[src/design/mips_pkg.sv]
`default_nettype none

package mips_pkg;

    typedef logic [31:0] word_t;
    typedef logic [4:0]  reg_addr_t;

    localparam word_t RESET_PC  = 32'h0000_0000;
    localparam int    MUL_STEPS = 8;
    localparam int    MUL_CNT_W = $clog2(MUL_STEPS + 1);

    ////////////////////
    // Opcodes
    localparam logic [5:0] OP_RTYPE = 6'h00;
    localparam logic [5:0] OP_J     = 6'h02;
    localparam logic [5:0] OP_BEQ   = 6'h04;
    localparam logic [5:0] OP_BNE   = 6'h05;
    localparam logic [5:0] OP_ADDIU = 6'h09;
    localparam logic [5:0] OP_ORI   = 6'h0d;
    localparam logic [5:0] OP_LUI   = 6'h0f;
    localparam logic [5:0] OP_MUL   = 6'h1c;

    // R-type function field
    localparam logic [5:0] FN_SLL  = 6'h00;
    localparam logic [5:0] FN_SRL  = 6'h02;
    localparam logic [5:0] FN_JR   = 6'h08;
    localparam logic [5:0] FN_MOVZ = 6'h0a;
    localparam logic [5:0] FN_MOVN = 6'h0b;
    localparam logic [5:0] FN_ADDU = 6'h21;
    localparam logic [5:0] FN_SUBU = 6'h23;
    localparam logic [5:0] FN_AND  = 6'h24;
    localparam logic [5:0] FN_OR   = 6'h25;
    localparam logic [5:0] FN_XOR  = 6'h26;
    localparam logic [5:0] FN_SLT  = 6'h2a;

    typedef enum logic [3:0] {
        ALU_ADD, ALU_SUB, ALU_AND, ALU_OR, ALU_XOR, ALU_SLT,
        ALU_SLL, ALU_SRL, ALU_LUI, ALU_MUL, ALU_PASS_B
    } alu_op_e;

    typedef enum logic [1:0] {
        FWD_NONE,
        FWD_FROM_W
    } fwd_sel_e;

    ////////////////////
    // Stage payloads, all zeros is a bubble
    typedef struct packed {
        logic  valid;
        word_t pc;
        word_t instr;
    } f_d_t;

    typedef struct packed {
        logic      valid;
        word_t     pc;
        alu_op_e   alu_op;
        word_t     op_a;
        word_t     op_b;
        word_t     imm;
        logic      b_sel;
        logic [4:0] shamt;
        reg_addr_t rs;
        reg_addr_t rt;
        reg_addr_t rd;
        logic      reg_w;
        logic      branch;
        logic      branch_ne;
        logic      jmp;
        logic      jr;
        logic      movz;
        logic      movn;
        word_t     target;
    } d_x_t;

    typedef struct packed {
        logic      valid;
        word_t     pc;
        reg_addr_t rd;
        logic      reg_w;
        word_t     result;
    } x_w_t;

endpackage

`default_nettype wire

[src/design/cpu_core.sv]
`timescale 1ns/1ps
`default_nettype none

module cpu_core (
    input  logic                clk,
    input  logic                rst_n,
    input  mips_pkg::word_t     wb_dat_i,
    input  logic                wb_ack,
    output logic                wb_cyc,
    output logic                wb_stb,
    output mips_pkg::word_t     wb_adr,
    output logic                retire_valid,
    output mips_pkg::word_t     retire_pc,
    output logic                retire_reg_w,
    output mips_pkg::reg_addr_t retire_rd,
    output mips_pkg::word_t     retire_data
);

    mips_pkg::f_d_t     f_d_d;
    mips_pkg::f_d_t     f_d_q;
    mips_pkg::d_x_t     d_x_d;
    mips_pkg::d_x_t     d_x_q;
    mips_pkg::x_w_t     x_w_d;
    mips_pkg::x_w_t     x_w_q;
    mips_pkg::fwd_sel_e fwd_a;
    mips_pkg::fwd_sel_e fwd_b;
    mips_pkg::word_t    redirect_target;
    logic               redirect_valid;
    logic               mul_busy;
    logic               stall;
    logic               flush;

    ////////////////////
    // Fetch
    fetch_unit fetch0 (
        .clk            (clk),
        .rst_n          (rst_n),
        .stall          (stall),
        .redirect_valid (redirect_valid),
        .redirect_target(redirect_target),
        .wb_dat_i       (wb_dat_i),
        .wb_ack         (wb_ack),
        .wb_cyc         (wb_cyc),
        .wb_stb         (wb_stb),
        .wb_adr         (wb_adr),
        .f_out          (f_d_d)
    );

    pipe_reg #(.payload_t(mips_pkg::f_d_t)) f_d_reg (
        .clk  (clk),
        .rst_n(rst_n),
        .stall(stall),
        .flush(flush),
        .d    (f_d_d),
        .q    (f_d_q)
    );

    ////////////////////
    // Decode
    decode_unit decode0 (
        .clk   (clk),
        .rst_n (rst_n),
        .f_in  (f_d_q),
        .w_we  (x_w_q.reg_w),
        .w_addr(x_w_q.rd),
        .w_data(x_w_q.result),
        .d_out (d_x_d)
    );

    pipe_reg #(.payload_t(mips_pkg::d_x_t)) d_x_reg (
        .clk  (clk),
        .rst_n(rst_n),
        .stall(stall),
        .flush(flush),
        .d    (d_x_d),
        .q    (d_x_q)
    );

    ////////////////////
    // Execute
    hazard_unit hazard0 (
        .x_rs          (d_x_q.rs),
        .x_rt          (d_x_q.rt),
        .w_rd          (x_w_q.rd),
        .w_reg_w       (x_w_q.reg_w),
        .mul_busy      (mul_busy),
        .redirect_valid(redirect_valid),
        .stall         (stall),
        .flush         (flush),
        .fwd_a         (fwd_a),
        .fwd_b         (fwd_b)
    );

    execute_unit execute0 (
        .clk            (clk),
        .rst_n          (rst_n),
        .x_in           (d_x_q),
        .fwd_a          (fwd_a),
        .fwd_b          (fwd_b),
        .w_result       (x_w_q.result),
        .x_out          (x_w_d),
        .mul_busy       (mul_busy),
        .redirect_valid (redirect_valid),
        .redirect_target(redirect_target)
    );

    // W takes bubbles while the multiplier holds X
    pipe_reg #(.payload_t(mips_pkg::x_w_t)) x_w_reg (
        .clk  (clk),
        .rst_n(rst_n),
        .stall(1'b0),
        .flush(stall),
        .d    (x_w_d),
        .q    (x_w_q)
    );

    assign retire_valid = x_w_q.valid;
    assign retire_pc    = x_w_q.pc;
    assign retire_reg_w = x_w_q.reg_w;
    assign retire_rd    = x_w_q.rd;
    assign retire_data  = x_w_q.result;

endmodule

`default_nettype wire

[src/design/decode_unit.sv]
`timescale 1ns/1ps
`default_nettype none

module decode_unit (
    input  logic                clk,
    input  logic                rst_n,
    input  mips_pkg::f_d_t      f_in,
    input  logic                w_we,
    input  mips_pkg::reg_addr_t w_addr,
    input  mips_pkg::word_t     w_data,
    output mips_pkg::d_x_t      d_out
);

    logic [5:0]          opcode;
    logic [5:0]          funct;
    logic [15:0]         imm16;
    mips_pkg::reg_addr_t rs;
    mips_pkg::reg_addr_t rt;
    mips_pkg::reg_addr_t rd;
    mips_pkg::word_t     rd_a;
    mips_pkg::word_t     rd_b;
    mips_pkg::d_x_t      dec;
    logic                known;

    assign opcode = f_in.instr[31:26];
    assign rs     = f_in.instr[25:21];
    assign rt     = f_in.instr[20:16];
    assign rd     = f_in.instr[15:11];
    assign funct  = f_in.instr[5:0];
    assign imm16  = f_in.instr[15:0];

    reg_file rf0 (
        .clk  (clk),
        .rst_n(rst_n),
        .ra   (rs),
        .rb   (rt),
        .we   (w_we),
        .wa   (w_addr),
        .wd   (w_data),
        .rd_a (rd_a),
        .rd_b (rd_b)
    );

    always_comb begin
        dec        = '0;
        known      = 1'b1;
        dec.valid  = 1'b1;
        dec.pc     = f_in.pc;
        dec.op_a   = rd_a;
        dec.op_b   = rd_b;
        dec.imm    = {{16{imm16[15]}}, imm16};
        dec.shamt  = f_in.instr[10:6];
        dec.rs     = rs;
        dec.rt     = rt;
        dec.rd     = rt;
        dec.target = {f_in.pc[31:28], f_in.instr[25:0], 2'b00};

        case (opcode)
            mips_pkg::OP_RTYPE: begin
                dec.rd    = rd;
                dec.reg_w = 1'b1;
                case (funct)
                    mips_pkg::FN_ADDU: dec.alu_op = mips_pkg::ALU_ADD;
                    mips_pkg::FN_SUBU: dec.alu_op = mips_pkg::ALU_SUB;
                    mips_pkg::FN_AND:  dec.alu_op = mips_pkg::ALU_AND;
                    mips_pkg::FN_OR:   dec.alu_op = mips_pkg::ALU_OR;
                    mips_pkg::FN_XOR:  dec.alu_op = mips_pkg::ALU_XOR;
                    mips_pkg::FN_SLT:  dec.alu_op = mips_pkg::ALU_SLT;
                    mips_pkg::FN_SLL:  dec.alu_op = mips_pkg::ALU_SLL;
                    mips_pkg::FN_SRL:  dec.alu_op = mips_pkg::ALU_SRL;
                    mips_pkg::FN_JR: begin
                        dec.alu_op = mips_pkg::ALU_PASS_B;
                        dec.jr     = 1'b1;
                        dec.reg_w  = 1'b0;
                    end
                    // Moves pass rs through an OR with zero
                    mips_pkg::FN_MOVZ, mips_pkg::FN_MOVN: begin
                        dec.alu_op = mips_pkg::ALU_OR;
                        dec.b_sel  = 1'b1;
                        dec.imm    = '0;
                        dec.movz   = (funct == mips_pkg::FN_MOVZ);
                        dec.movn   = (funct == mips_pkg::FN_MOVN);
                    end
                    default: known = 1'b0;
                endcase
            end
            mips_pkg::OP_ADDIU: begin
                dec.alu_op = mips_pkg::ALU_ADD;
                dec.b_sel  = 1'b1;
                dec.reg_w  = 1'b1;
            end
            mips_pkg::OP_ORI: begin
                dec.alu_op = mips_pkg::ALU_OR;
                dec.b_sel  = 1'b1;
                dec.reg_w  = 1'b1;
                dec.imm    = {16'h0000, imm16};
            end
            mips_pkg::OP_LUI: begin
                dec.alu_op = mips_pkg::ALU_LUI;
                dec.b_sel  = 1'b1;
                dec.reg_w  = 1'b1;
            end
            mips_pkg::OP_BEQ, mips_pkg::OP_BNE: begin
                dec.alu_op    = mips_pkg::ALU_PASS_B;
                dec.branch    = 1'b1;
                dec.branch_ne = (opcode == mips_pkg::OP_BNE);
            end
            mips_pkg::OP_J: begin
                dec.alu_op = mips_pkg::ALU_PASS_B;
                dec.jmp    = 1'b1;
            end
            mips_pkg::OP_MUL: begin
                dec.alu_op = mips_pkg::ALU_MUL;
                dec.rd     = rd;
                dec.reg_w  = 1'b1;
            end
            default: known = 1'b0;
        endcase
    end

    // Empty slot or unknown instruction becomes a bubble
    assign d_out = (f_in.valid && known) ? dec : '0;

endmodule

`default_nettype wire

[src/design/execute_unit.sv]
`timescale 1ns/1ps
`default_nettype none

module execute_unit (
    input  logic               clk,
    input  logic               rst_n,
    input  mips_pkg::d_x_t     x_in,
    input  mips_pkg::fwd_sel_e fwd_a,
    input  mips_pkg::fwd_sel_e fwd_b,
    input  mips_pkg::word_t    w_result,
    output mips_pkg::x_w_t     x_out,
    output logic               mul_busy,
    output logic               redirect_valid,
    output mips_pkg::word_t    redirect_target
);

    mips_pkg::word_t                src_a;
    mips_pkg::word_t                src_b;
    mips_pkg::word_t                alu_b;
    mips_pkg::word_t                alu_res;
    mips_pkg::word_t                mul_a;
    mips_pkg::word_t                mul_b;
    mips_pkg::word_t                mul_a_q;
    mips_pkg::word_t                mul_b_q;
    mips_pkg::word_t                mul_acc;
    mips_pkg::word_t                mul_next;
    logic [3:0]                     mul_nib;
    logic [mips_pkg::MUL_CNT_W-1:0] mul_cnt;
    logic                           is_mul;
    logic                           taken;
    logic                           move_ok;

    assign src_a = (fwd_a == mips_pkg::FWD_FROM_W) ? w_result : x_in.op_a;
    assign src_b = (fwd_b == mips_pkg::FWD_FROM_W) ? w_result : x_in.op_b;
    assign alu_b = x_in.b_sel ? x_in.imm : src_b;

    ////////////////////
    // Multiplier, one nibble of B per cycle
    assign is_mul   = x_in.valid && (x_in.alu_op == mips_pkg::ALU_MUL);
    assign mul_busy = is_mul && (mul_cnt != mips_pkg::MUL_CNT_W'(mips_pkg::MUL_STEPS));

    // Step 0 takes live operands, forwarding is gone after that
    assign mul_a    = (mul_cnt == '0) ? src_a : mul_a_q;
    assign mul_b    = (mul_cnt == '0) ? src_b : mul_b_q;
    assign mul_nib  = 4'(mul_b >> {mul_cnt, 2'b00});
    assign mul_next = ((mul_cnt == '0) ? '0 : mul_acc)
                    + ((mul_a * mips_pkg::word_t'(mul_nib)) << {mul_cnt, 2'b00});

    always_ff @(posedge clk) begin
        if (!rst_n) begin
            mul_cnt <= '0;
        end else if (mul_busy) begin
            mul_cnt <= mul_cnt + 1'b1;
        end else begin
            mul_cnt <= '0;
        end
    end

    always_ff @(posedge clk) begin
        if (mul_busy) begin
            mul_acc <= mul_next;
            if (mul_cnt == '0) begin
                mul_a_q <= src_a;
                mul_b_q <= src_b;
            end
        end
    end

    ////////////////////
    // ALU and shifter
    always_comb begin
        case (x_in.alu_op)
            mips_pkg::ALU_ADD:    alu_res = src_a + alu_b;
            mips_pkg::ALU_SUB:    alu_res = src_a - alu_b;
            mips_pkg::ALU_AND:    alu_res = src_a & alu_b;
            mips_pkg::ALU_OR:     alu_res = src_a | alu_b;
            mips_pkg::ALU_XOR:    alu_res = src_a ^ alu_b;
            mips_pkg::ALU_SLT:    alu_res = {31'd0, $signed(src_a) < $signed(alu_b)};
            mips_pkg::ALU_SLL:    alu_res = src_b << x_in.shamt;
            mips_pkg::ALU_SRL:    alu_res = src_b >> x_in.shamt;
            mips_pkg::ALU_LUI:    alu_res = {alu_b[15:0], 16'h0000};
            mips_pkg::ALU_MUL:    alu_res = mul_acc;
            mips_pkg::ALU_PASS_B: alu_res = alu_b;
            default:              alu_res = '0;
        endcase
    end

    // Failed move test still retires, just without the write
    assign move_ok = x_in.movz ? (src_b == '0) :
                     x_in.movn ? (src_b != '0) : 1'b1;

    always_comb begin
        x_out.valid  = x_in.valid;
        x_out.pc     = x_in.pc;
        x_out.rd     = x_in.rd;
        x_out.reg_w  = x_in.reg_w && move_ok;
        x_out.result = alu_res;
    end

    ////////////////////
    // Branch and jump resolution
    assign taken          = x_in.branch && ((src_a == src_b) != x_in.branch_ne);
    assign redirect_valid = x_in.valid && (x_in.jmp || x_in.jr || taken);

    always_comb begin
        if (x_in.jr) begin
            redirect_target = src_a;
        end else if (x_in.jmp) begin
            redirect_target = x_in.target;
        end else begin
            redirect_target = x_in.pc + 32'd4 + (x_in.imm << 2);
        end
    end

endmodule

`default_nettype wire

[src/design/fetch_unit.sv]
`timescale 1ns/1ps
`default_nettype none

module fetch_unit (
    input  logic            clk,
    input  logic            rst_n,
    input  logic            stall,
    input  logic            redirect_valid,
    input  mips_pkg::word_t redirect_target,
    input  mips_pkg::word_t wb_dat_i,
    input  logic            wb_ack,
    output logic            wb_cyc,
    output logic            wb_stb,
    output mips_pkg::word_t wb_adr,
    output mips_pkg::f_d_t  f_out
);

    mips_pkg::word_t pc;
    mips_pkg::word_t adr_q;
    mips_pkg::word_t hold_pc;
    mips_pkg::word_t hold_instr;
    logic            cyc_q;
    logic            drop;
    logic            hold_valid;
    logic            ack_ok;
    logic            start;

    assign ack_ok = cyc_q && wb_ack && !drop;
    // New transfer only after a one cycle gap and with no word parked
    assign start  = !cyc_q && !hold_valid && !stall && !redirect_valid;

    always_ff @(posedge clk) begin
        if (!rst_n) begin
            pc         <= mips_pkg::RESET_PC;
            cyc_q      <= 1'b0;
            drop       <= 1'b0;
            hold_valid <= 1'b0;
        end else begin
            if (start) begin
                cyc_q <= 1'b1;
                pc    <= pc + 32'd4;
            end else if (cyc_q && wb_ack) begin
                cyc_q <= 1'b0;
            end

            // Redirect kills whatever is still on the bus
            if (redirect_valid) begin
                pc   <= redirect_target;
                drop <= cyc_q && !wb_ack;
            end else if (cyc_q && wb_ack) begin
                drop <= 1'b0;
            end

            if (redirect_valid) begin
                hold_valid <= 1'b0;
            end else if (ack_ok && stall) begin
                hold_valid <= 1'b1;
            end else if (!stall) begin
                hold_valid <= 1'b0;
            end
        end
    end

    always_ff @(posedge clk) begin
        if (start) begin
            adr_q <= pc;
        end
        if (ack_ok && stall) begin
            hold_pc    <= adr_q;
            hold_instr <= wb_dat_i;
        end
    end

    assign wb_cyc = cyc_q;
    assign wb_stb = cyc_q;
    assign wb_adr = adr_q;

    // Parked word goes first, otherwise the bus data passes straight on
    always_comb begin
        f_out.valid = hold_valid || ack_ok;
        f_out.pc    = hold_valid ? hold_pc : adr_q;
        f_out.instr = hold_valid ? hold_instr : wb_dat_i;
    end

endmodule

`default_nettype wire

[src/design/hazard_unit.sv]
`timescale 1ns/1ps
`default_nettype none

module hazard_unit (
    input  mips_pkg::reg_addr_t x_rs,
    input  mips_pkg::reg_addr_t x_rt,
    input  mips_pkg::reg_addr_t w_rd,
    input  logic                w_reg_w,
    input  logic                mul_busy,
    input  logic                redirect_valid,
    output logic                stall,
    output logic                flush,
    output mips_pkg::fwd_sel_e  fwd_a,
    output mips_pkg::fwd_sel_e  fwd_b
);

    // W result bypasses the stale operand read in decode
    assign fwd_a = (w_reg_w && (w_rd != '0) && (w_rd == x_rs)) ?
                   mips_pkg::FWD_FROM_W : mips_pkg::FWD_NONE;
    assign fwd_b = (w_reg_w && (w_rd != '0) && (w_rd == x_rt)) ?
                   mips_pkg::FWD_FROM_W : mips_pkg::FWD_NONE;

    assign stall = mul_busy;
    assign flush = redirect_valid;

endmodule

`default_nettype wire

[src/design/pipe_reg.sv]
`timescale 1ns/1ps
`default_nettype none

module pipe_reg #(
    parameter type payload_t = logic
) (
    input  logic     clk,
    input  logic     rst_n,
    input  logic     stall,
    input  logic     flush,
    input  payload_t d,
    output payload_t q
);

    // Stall wins over flush, so a held instruction is never lost
    always_ff @(posedge clk) begin
        if (!rst_n || (flush && !stall)) begin
            q <= '0;
        end else if (!stall) begin
            q <= d;
        end
    end

endmodule

`default_nettype wire

[src/design/reg_file.sv]
`timescale 1ns/1ps
`default_nettype none

module reg_file (
    input  logic                clk,
    input  logic                rst_n,
    input  mips_pkg::reg_addr_t ra,
    input  mips_pkg::reg_addr_t rb,
    input  logic                we,
    input  mips_pkg::reg_addr_t wa,
    input  mips_pkg::word_t     wd,
    output mips_pkg::word_t     rd_a,
    output mips_pkg::word_t     rd_b
);

    mips_pkg::word_t regs [32];

    always_ff @(posedge clk) begin
        if (!rst_n) begin
            for (int i = 0; i < 32; i++) begin
                regs[i] <= '0;
            end
        end else if (we && (wa != '0)) begin
            regs[wa] <= wd;
        end
    end

    // Same-cycle write is bypassed to the readers
    assign rd_a = (ra == '0) ? '0 : ((we && wa == ra) ? wd : regs[ra]);
    assign rd_b = (rb == '0) ? '0 : ((we && wa == rb) ? wd : regs[rb]);

endmodule

`default_nettype wire

[config.mk]
export PLATFORM = sky130hd
export DESIGN_NAME = cpu_core
export DESIGN_NICKNAME = d
export VERILOG_FILES = /design/src/design/mips_pkg.sv /design/src/design/cpu_core.sv /design/src/design/decode_unit.sv /design/src/design/execute_unit.sv /design/src/design/fetch_unit.sv /design/src/design/hazard_unit.sv /design/src/design/pipe_reg.sv /design/src/design/reg_file.sv
export SDC_FILE = /design/constraint.sdc
export NUM_CORES = 2
export LEC_CHECK = 0
export ABC_AREA = 1
export BUFFER_PORTS_ARGS = -buffer_cell sky130_fd_sc_hd__buf_2
export CORE_UTILIZATION = 50
export DETAILED_ROUTE_END_ITERATION = 8
export PLACE_DENSITY = 0.62
export SLEW_MARGIN = 20
export SYNTH_ARGS = -nofsm -noshare
export SYNTH_HDL_FRONTEND = slang
export SYNTH_SLANG_ARGS = --single-unit
[constraint.sdc]
create_clock -name clk -period 10.1 [get_ports clk]
set_input_delay 1.515 -clock clk [delete_from_list [all_inputs] [get_ports clk]]
set_output_delay 1.515 -clock clk [all_outputs]
set_load 0.05 [all_outputs]
After elaboration in Yosys (flattened, before gate mapping)
Memories as Yosys holds them, arrays and structs flattened. A register that Yosys moved wholly into a read port is not among the register bits.
Index checks and enable logic that the tools add are counted.
- $lt $le $gt $ge: 1
- add/sub/neg operators: 7
- multiply operators: 1
- reductions and logical operators: 55
- bitwise gates (word level): 4
- eq/ne operators: 37
- multiplexer cells: 53
- shifts and indexed selects: 4
- operator list (kind ; count):
    $mux 32 ; 17
    $pmux 32 s11 ; 1
    $mux 193 ; 1
    $add 32x32->32 ; 3
    $add 32x3->32 const B ; 2
    $pmux 32 s2 ; 1
    $eq 6x4->1 const B ; 6
    $eq 6x6->1 const B ; 6
    $mux 33 ; 1
    $and 32x32->32 ; 1
    $eq 32x32->1 ; 1
    $logic_not 32->1 ; 1
    $lt 32x32->1 ; 1
    $mul 32x4->32 ; 1
    $or 32x32->32 ; 1
    $pmux 4 s8 ; 1
    $reduce_bool 32->1 ; 1
    $reduce_or 32->1 ; 1
    $shl 32x5->32 ; 1
    $shl 32x6->32 ; 1
    $shr 32x5->32 ; 1
    $shr 32x6->4 ; 1
    $sub 32x32->32 ; 1
    $xor 32x32->32 ; 1
    34 further kinds ; 109
- output and inout bits: 105
- flip-flop bits (word level): 560
- RAM bits: 1024
- input port bits: 35
- memories: 1
- logic and storage cells: 201
- memories (name ; depth ; width ; rd ports ; clocked after memory_dff ; wr ports ; RTL line ; RTL):
    decode0.rf0.regs ; 32 ; 32 ; 2 ; 2 ; 32 ; reg_file.sv:16 ; mips_pkg::word_t regs [32];

Depth between registers and ports, before layout
- depth after elaboration: 15
- gate-level depth with buffers: 50
- gate-level depth less buffers: 47

Cells and area by module
From an unflattened synthesis, not the netlist that was laid out.
- cell total of the unflattened synthesis: 14864
- area total of the unflattened synthesis: 105787.7 um^2
- modules (own cells, without submodules) (module ; times used ; cells each ; area an instance (um^2)):
    reg_file ; 1 ; 7438 ; 58411.0
    execute_unit ; 1 ; 3837 ; 23476.3
    pipe_reg at d_x_reg ; 1 ; 1418 ; 8657.1
    fetch_unit ; 1 ; 670 ; 5914.4
    pipe_reg at x_w_reg ; 1 ; 523 ; 3251.9
    pipe_reg at f_d_reg ; 1 ; 480 ; 2991.6
    decode_unit ; 1 ; 443 ; 2849.0
    hazard_unit ; 1 ; 54 ; 232.7
    cpu_core ; 1 ; 1 ; 3.8

Least setup slack after synthesis
OpenSTA, ideal clock, no wires.
- path kind: register to register
- start: register execute0.mul_cnt[0] (netlist bit)
- end: register execute0.mul_acc[31] (data pin)
- library setup time: 0.252 ns
- buffers on the path: 6
- stages on the path, launching flop included: 49
- slack: 2.015 ns
- arrival: 7.832 ns
- path through: dfxtp_1 clkbuf_1 inv_1 clkbuf_1 clkbuf_1 ha_1 nand2_1 clkinv_1 clkbuf_1 clkbuf_1 nand3_1 nand3_1 nand3_1 nand3_1 nand2_1 inv_1 clkbuf_1 nor2_1 (+13 left out) a21oi_1 o21ai_0 or2_2 nand3_1 nand3_1 nand3_1 o21ai_0 ha_1 a21oi_1 inv_1 a31oi_1 o221ai_1 a21oi_1 nand2_1 xor2_1 inv_1 nand3_1 nand2_1
- cells in the longest elaborated chain, start to end: 6
- elaborated cells on any way between the ends: 8
- those cells by class: add/sub (1); mul (1); shift (2); mux (3); reduce/logical (1)
- ends and longest elaborated chain (item ; RTL line ; RTL):
    start, declared ; execute_unit.sv:28 ; logic [mips_pkg::MUL_CNT_W-1:0] mul_cnt;
    start signal, assigned ; execute_unit.sv:53 ; mul_cnt <= mul_cnt + 1'b1;
    $logic_not 4->1 ; execute_unit.sv:43, execute_unit.sv:44, execute_unit.sv:46 ;
    $mux 32 ; execute_unit.sv:44 ; assign mul_b = (mul_cnt == '0) ? src_b : mul_b_q;
    $shr 32x6->4 ; execute_unit.sv:45 ; assign mul_nib = 4'(mul_b >> {mul_cnt, 2'b00});
    $mul 32x4->32 ; execute_unit.sv:47 ; + ((mul_a * mips_pkg::word_t'(mul_nib)) << {mul_cnt, 2'b00});
    $shl 32x6->32 ; execute_unit.sv:47 ;
    $add 32x32->32 * ; execute_unit.sv:47 ;
    net execute0.mul_next[31] ; execute_unit.sv:26 ; mips_pkg::word_t mul_next;
    end signal, assigned ; execute_unit.sv:61 ; mul_acc <= mul_next;
    end, declared ; execute_unit.sv:25 ; mips_pkg::word_t mul_acc;
The timed path passes the listed nets; every way through them passes the cells marked *.
A chain may end at the register's enable or synchronous reset.

Final worst setup path
- start: register x_w_reg.q[36] (netlist bit)
- end: register execute0.mul_acc[28] (data pin)
- cells in the longest elaborated chain, start to end: 11
- elaborated cells on any way between the ends: 18
- those cells by class: add/sub (1); mul (1); eq/ne (4); shift (2); mux (6); reduce/logical (4)
- ends and longest elaborated chain (item ; RTL line ; RTL):
    start, declared ; pipe_reg.sv:12 ; output payload_t q
    start signal, assigned ; pipe_reg.sv:18 ; q <= '0;
    start signal, assigned ; pipe_reg.sv:20 ; q <= d;
    $reduce_bool 5->1 ; hazard_unit.sv:18, hazard_unit.sv:20 ;
    $logic_and 1x1->1 ; hazard_unit.sv:18, hazard_unit.sv:20 ;
    $logic_and 1x1->1 ; hazard_unit.sv:20 ; assign fwd_b = (w_reg_w && (w_rd != '0) && (w_rd == x_rt)) ?
    $mux 1 ; hazard_unit.sv:20 ;
    $eq 1x1->1 ; execute_unit.sv:34 ; assign src_b = (fwd_b == mips_pkg::FWD_FROM_W) ? w_result : x_in.op_b;
    $mux 32 ; execute_unit.sv:34 ;
    $mux 32 ; execute_unit.sv:44 ;
    $shr 32x6->4 ; execute_unit.sv:45 ;
    $mul 32x4->32 * ; execute_unit.sv:47 ;
    $shl 32x6->32 * ; execute_unit.sv:47 ;
    $add 32x32->32 * ; execute_unit.sv:47 ;
    net execute0.mul_next[28] ; execute_unit.sv:26 ;
Marked as above.

==> results.sh <==
export IMPL_peakVddDrop_mv=0.144
export IMPL_drive_above_1_share=0.0730
export IMPL_worstSetupPathType="flip-flop to flip-flop"
export IMPL_path_clk_slew_ps=60
export IMPL_min_to="x_w_reg.q[34]$_SDFF_PP0_"
export IMPL_fin_crit_sh=0.927
export IMPL_totalPowerFinal_w=0.0150
export IMPL_holdCritStartpoint="d_x_reg.q[40]$_SDFFE_PP0N_"
export IMPL_ant_nets=0
export IMPL_period_minus_slack_ps=9360
export IMPL_grt_pass1_wl_mm=575
export IMPL_setup_violations=0
export IMPL_combinationalPowerShare=0.096
export IMPL_slowest_delay_ps=600
export IMPL_root_buffer="clkbuf_16"
export IMPL_cts_tree="yes"
export IMPL_leakage_nw=39.3
export IMPL_clock_path_buffers=3
export IMPL_outcome="finished clean"
export IMPL_die_height_um=433
export IMPL_power_internal_w=0.0109
export IMPL_seqPwrFrac=0.482
export IMPL_clock_skew_ps=39.7
export IMPL_grt_pass1_vias=81900
export IMPL_multiInputGateArea_mm2=0.0424
export IMPL_tightest_slew_ps=1220
export IMPL_rsz0062_at_grt="no"
export IMPL_max_slew_margin_rel=0.175
export IMPL_nFillCells=17200
export IMPL_fin_setup_tns_ps=0
export IMPL_ys_types=59
export IMPL_end_kind="flip-flop"
export IMPL_numCtsBuffers=172
export IMPL_synth_flop_cell="edfxtp_1"
export IMPL_final_util=0.549
export IMPL_yosysSeqAreaShare=0.466
export IMPL_antenna_found_initial=5
export IMPL_boundaryPins=140
export IMPL_drc=0
export IMPL_initial_core_util=0.506
export IMPL_critical_path_buf_inv_count=4
export IMPL_yosys_warnings=0
export IMPL_routed_wirelength_mm=408
export IMPL_worst_r2r_cell_count=40
export IMPL_netlist_instances=11700
export IMPL_worst_ep_arrival_time_ps=9960
export IMPL_worst_path_max_delay_cell="dfxtp_1"
export IMPL_die_area_mm2=0.188
export IMPL_initialDrtViolationCount=13300
export IMPL_seqCellArea_mm2=0.0434
export IMPL_vias=89100
export IMPL_nNetsFinal=11600
export IMPL_cp_max_fo=14
export IMPL_post_cts_buffers=0
export IMPL_gp_congestion=1.08
export IMPL_syn2layout_area_growth_pct=8.58
export IMPL_ys_async_sr_fraction=0
export IMPL_finalHoldViolCount=0
export IMPL_p_sw_w=0.00404
export IMPL_drt_wirelength_per_cell_um=29.3
export IMPL_postSynthAreaPerCell_um2=7.97
export IMPL_hpwl_mm=261
export IMPL_die_x_um=433
export IMPL_cp_common_cell="nand3_1"
export IMPL_synth_seq_cells=1558
export IMPL_cpLargestDelayFamily="simple AND/OR/NAND/NOR gates"
export IMPL_drt_pass1_iter_count=7
export IMPL_coreArea_mm2=0.184
export IMPL_fmax_ghz=0.107
export IMPL_clkPwrFrac=0.422
export IMPL_p_per_area_mw_per_mm2=148
export IMPL_syn_area_mm2=0.0931
export IMPL_min_path_cells=2
export IMPL_reg2reg_to="execute0.mul_acc[28]$_DFFE_PP_"
export IMPL_routed_via_density=6.39
export IMPL_drv_cap=0
export IMPL_startpoint_type="flip-flop"
export IMPL_clk_latency_ps=870
export IMPL_portBuffers=139
export IMPL_numClockSinks=1558
export IMPL_gr_total_overflow=0
export IMPL_grt_start_max_net_pins=224
export IMPL_cts_hold_fix_buffers=0
export IMPL_min_path_type="flip-flop to flip-flop"
export IMPL_grt_use_total=0.422
export IMPL_maxSlewViolCount=0
export IMPL_required_ps=10700
export IMPL_row_count=157
export IMPL_r2r_start="x_w_reg.q[36]$_SDFF_PP0_"
export IMPL_htreeDepth=4
export IMPL_synth_edff_count=1216
export IMPL_cts_repair_resized=0
export IMPL_r2r_slack_ps=740
export IMPL_switching_share=0.270
placed cells by master, fill, tap and decap left out, drive strengths merged, types with 37 or more instances in the layout:
master,n
dfxtp,342
or2,60
fa,61
o221ai,279
nand3,505
nand2,1416
nor2,1941
mux2i,77
buf,356
a22oi,66
xnor2,44
nor3,56
o211ai,48
nand4,49
xor2,73
ha,219
clkinv,88
o22ai,37
inv,1111
edfxtp,1216
a21oi,977
clkbuf,219
o21ai,1959
layout make-up:
type | instances | area share
tap | 2464 | 0.0305
timing repair inverter | 2 | 0.0000991
multi-input combinational | 8127 | 0.419
timing repair buffer | 356 | 0.0239
inverter | 1115 | 0.0419
clock buffer | 219 | 0.0462
clock inverter | 100 | 0.00856
sequential | 1558 | 0.429
antenna | 3 | 0.0000743
cell usage after synthesis (4+ instances only):
| cell type | n | area (um2) |
|---|---|---|
| clkinv_1 | 14 | 52.6 |
| a2111oi_0 | 6 | 52.6 |
| o21ai_1 | 6 | 30.0 |
| nor2_1 | 1936 | 7270 |
| nand4_1 | 49 | 307 |
| nor4_1 | 15 | 93.8 |
| a41oi_1 | 5 | 43.8 |
| o21ai_0 | 1925 | 9630 |
| fa_1 | 61 | 1220 |
| dfxtp_1 | 342 | 6850 |
| inv_1 | 1057 | 3970 |
| edfxtp_1 | 1216 | 36500 |
| o221ai_1 | 279 | 2440 |
| o21bai_1 | 16 | 120 |
| a21oi_1 | 977 | 4890 |
| o21ai_2 | 16 | 140 |
| o211ai_1 | 48 | 360 |
| ha_1 | 219 | 2740 |
| nand3b_1 | 8 | 60.1 |
| o21a_1 | 15 | 113 |
| nor3_1 | 56 | 280 |
| xor2_1 | 73 | 639 |
| a31oi_1 | 34 | 213 |
| o22ai_1 | 37 | 231 |
| a21boi_0 | 9 | 67.6 |
| xnor2_1 | 44 | 385 |
| nand2_1 | 1414 | 5310 |
| clkbuf_1 | 799 | 3000 |
| buf_2 | 28 | 140 |
| and2_1 | 29 | 181 |
| o31ai_1 | 7 | 52.6 |
| o2111ai_1 | 15 | 131 |
| o21ai_4 | 12 | 195 |
| a22oi_1 | 66 | 495 |
| mux2i_1 | 77 | 771 |
| a211oi_1 | 14 | 105 |
| a21o_1 | 13 | 97.6 |
| or2_2 | 60 | 375 |
| buf_1 | 58 | 218 |
| a221oi_1 | 26 | 228 |
| inv_2 | 44 | 165 |
| nand3_1 | 504 | 2520 |
| buf_4 | 16 | 120 |
| buf_6 | 4 | 45.0 |
logic make-up (layout without fill, tap and decap cells):
| logic type | Yosys count | count (layout) | synth area share |
|---|---|---|---|
| XOR/XNOR | 117 | 117 | 0.0110 |
| other | 1 | 35 | 0.0000403 |
| multiplexers | 78 | 78 | 0.00840 |
| adder cells (fa/ha/maj) | 280 | 280 | 0.0426 |
| flip-flops | 1558 | 1558 | 0.466 |
| AND/OR/NAND/NOR | 4085 | 4086 | 0.177 |
| AO/OA/AOI/OAI | 3534 | 3534 | 0.212 |
| buffers and inverters | 2020 | 1792 | 0.0828 |
state kept, by name (all words and copies together) (netlist names), named ones only:
name / count
d_x_reg.q: 157
decode0.rf0.regs: 1024
execute0.mul_a_q: 32
execute0.mul_acc: 32
execute0.mul_b_q: 32
execute0.mul_cnt: 4
f_d_reg.q: 65
fetch0.drop: 1
fetch0.hold_instr: 32
fetch0.hold_pc: 32
fetch0.hold_valid: 1
fetch0.pc: 32
fetch0.wb_adr: 32
fetch0.wb_cyc: 1
x_w_reg.q: 71
how the worst max path moves through the flow:
stage                              startpoint                             end  slack [ps]  cells past startpoint
2_1_floorplan  execute0.mul_cnt[0]$_SDFF_PN0_  execute0.mul_acc[31]$_DFFE_PP_        2020                     48
3_3_place_gp         x_w_reg.q[35]$_SDFF_PP0_  execute0.mul_acc[28]$_DFFE_PP_         670                     42
3_5_place_dp         x_w_reg.q[35]$_SDFF_PP0_  execute0.mul_acc[28]$_DFFE_PP_         600                     42
4_1_cts              x_w_reg.q[35]$_SDFF_PP0_  execute0.mul_acc[28]$_DFFE_PP_         560                     42
5_1_grt              x_w_reg.q[35]$_SDFF_PP0_  execute0.mul_acc[28]$_DFFE_PP_          80                     40
6_report             x_w_reg.q[36]$_SDFF_PP0_  execute0.mul_acc[28]$_DFFE_PP_         740                     40
stage by stage:
stage               hold WS, ps  area, um2  worst slack (ps)  instances
floorplan                   403      93200              2020      11700
global placement            426      95500               671      13600
detailed placement          428      95500               600      13600
CTS                         431     101000               561      13900
global route                449     101000              80.4      13900
finish                      430     101000               739      13900
routing by layer:
metal  vias to the layer above  GRT usage  share of wire
li1                      39200          -              -
met1                     42300      0.537           0.37
met2                      6179      0.636           0.43
met3                      1354     0.0850           0.11
met4                         6      0.309          0.087
met5                         -          0       0.000096
power by group through the flow:
| stage | combinational [W] | sequential (W) | clock [W] |
|---|---|---|---|
| floorplan | 0.000792 | 0.00733 | 0 |
| global placement | 0.00135 | 0.00734 | 0 |
| detailed placement | 0.00137 | 0.00735 | 0 |
| CTS | 0.00137 | 0.00722 | 0.00633 |
| global route | 0.00150 | 0.00724 | 0.00659 |
| finish | 0.00143 | 0.00722 | 0.00633 |
worst min-delay path: stages, from the launching register on:
cell and delay [ps]:
dfxtp_1 300, inv_1 60, nor2_1 40
Note: power is estimated with default switching activity, not from simulation.
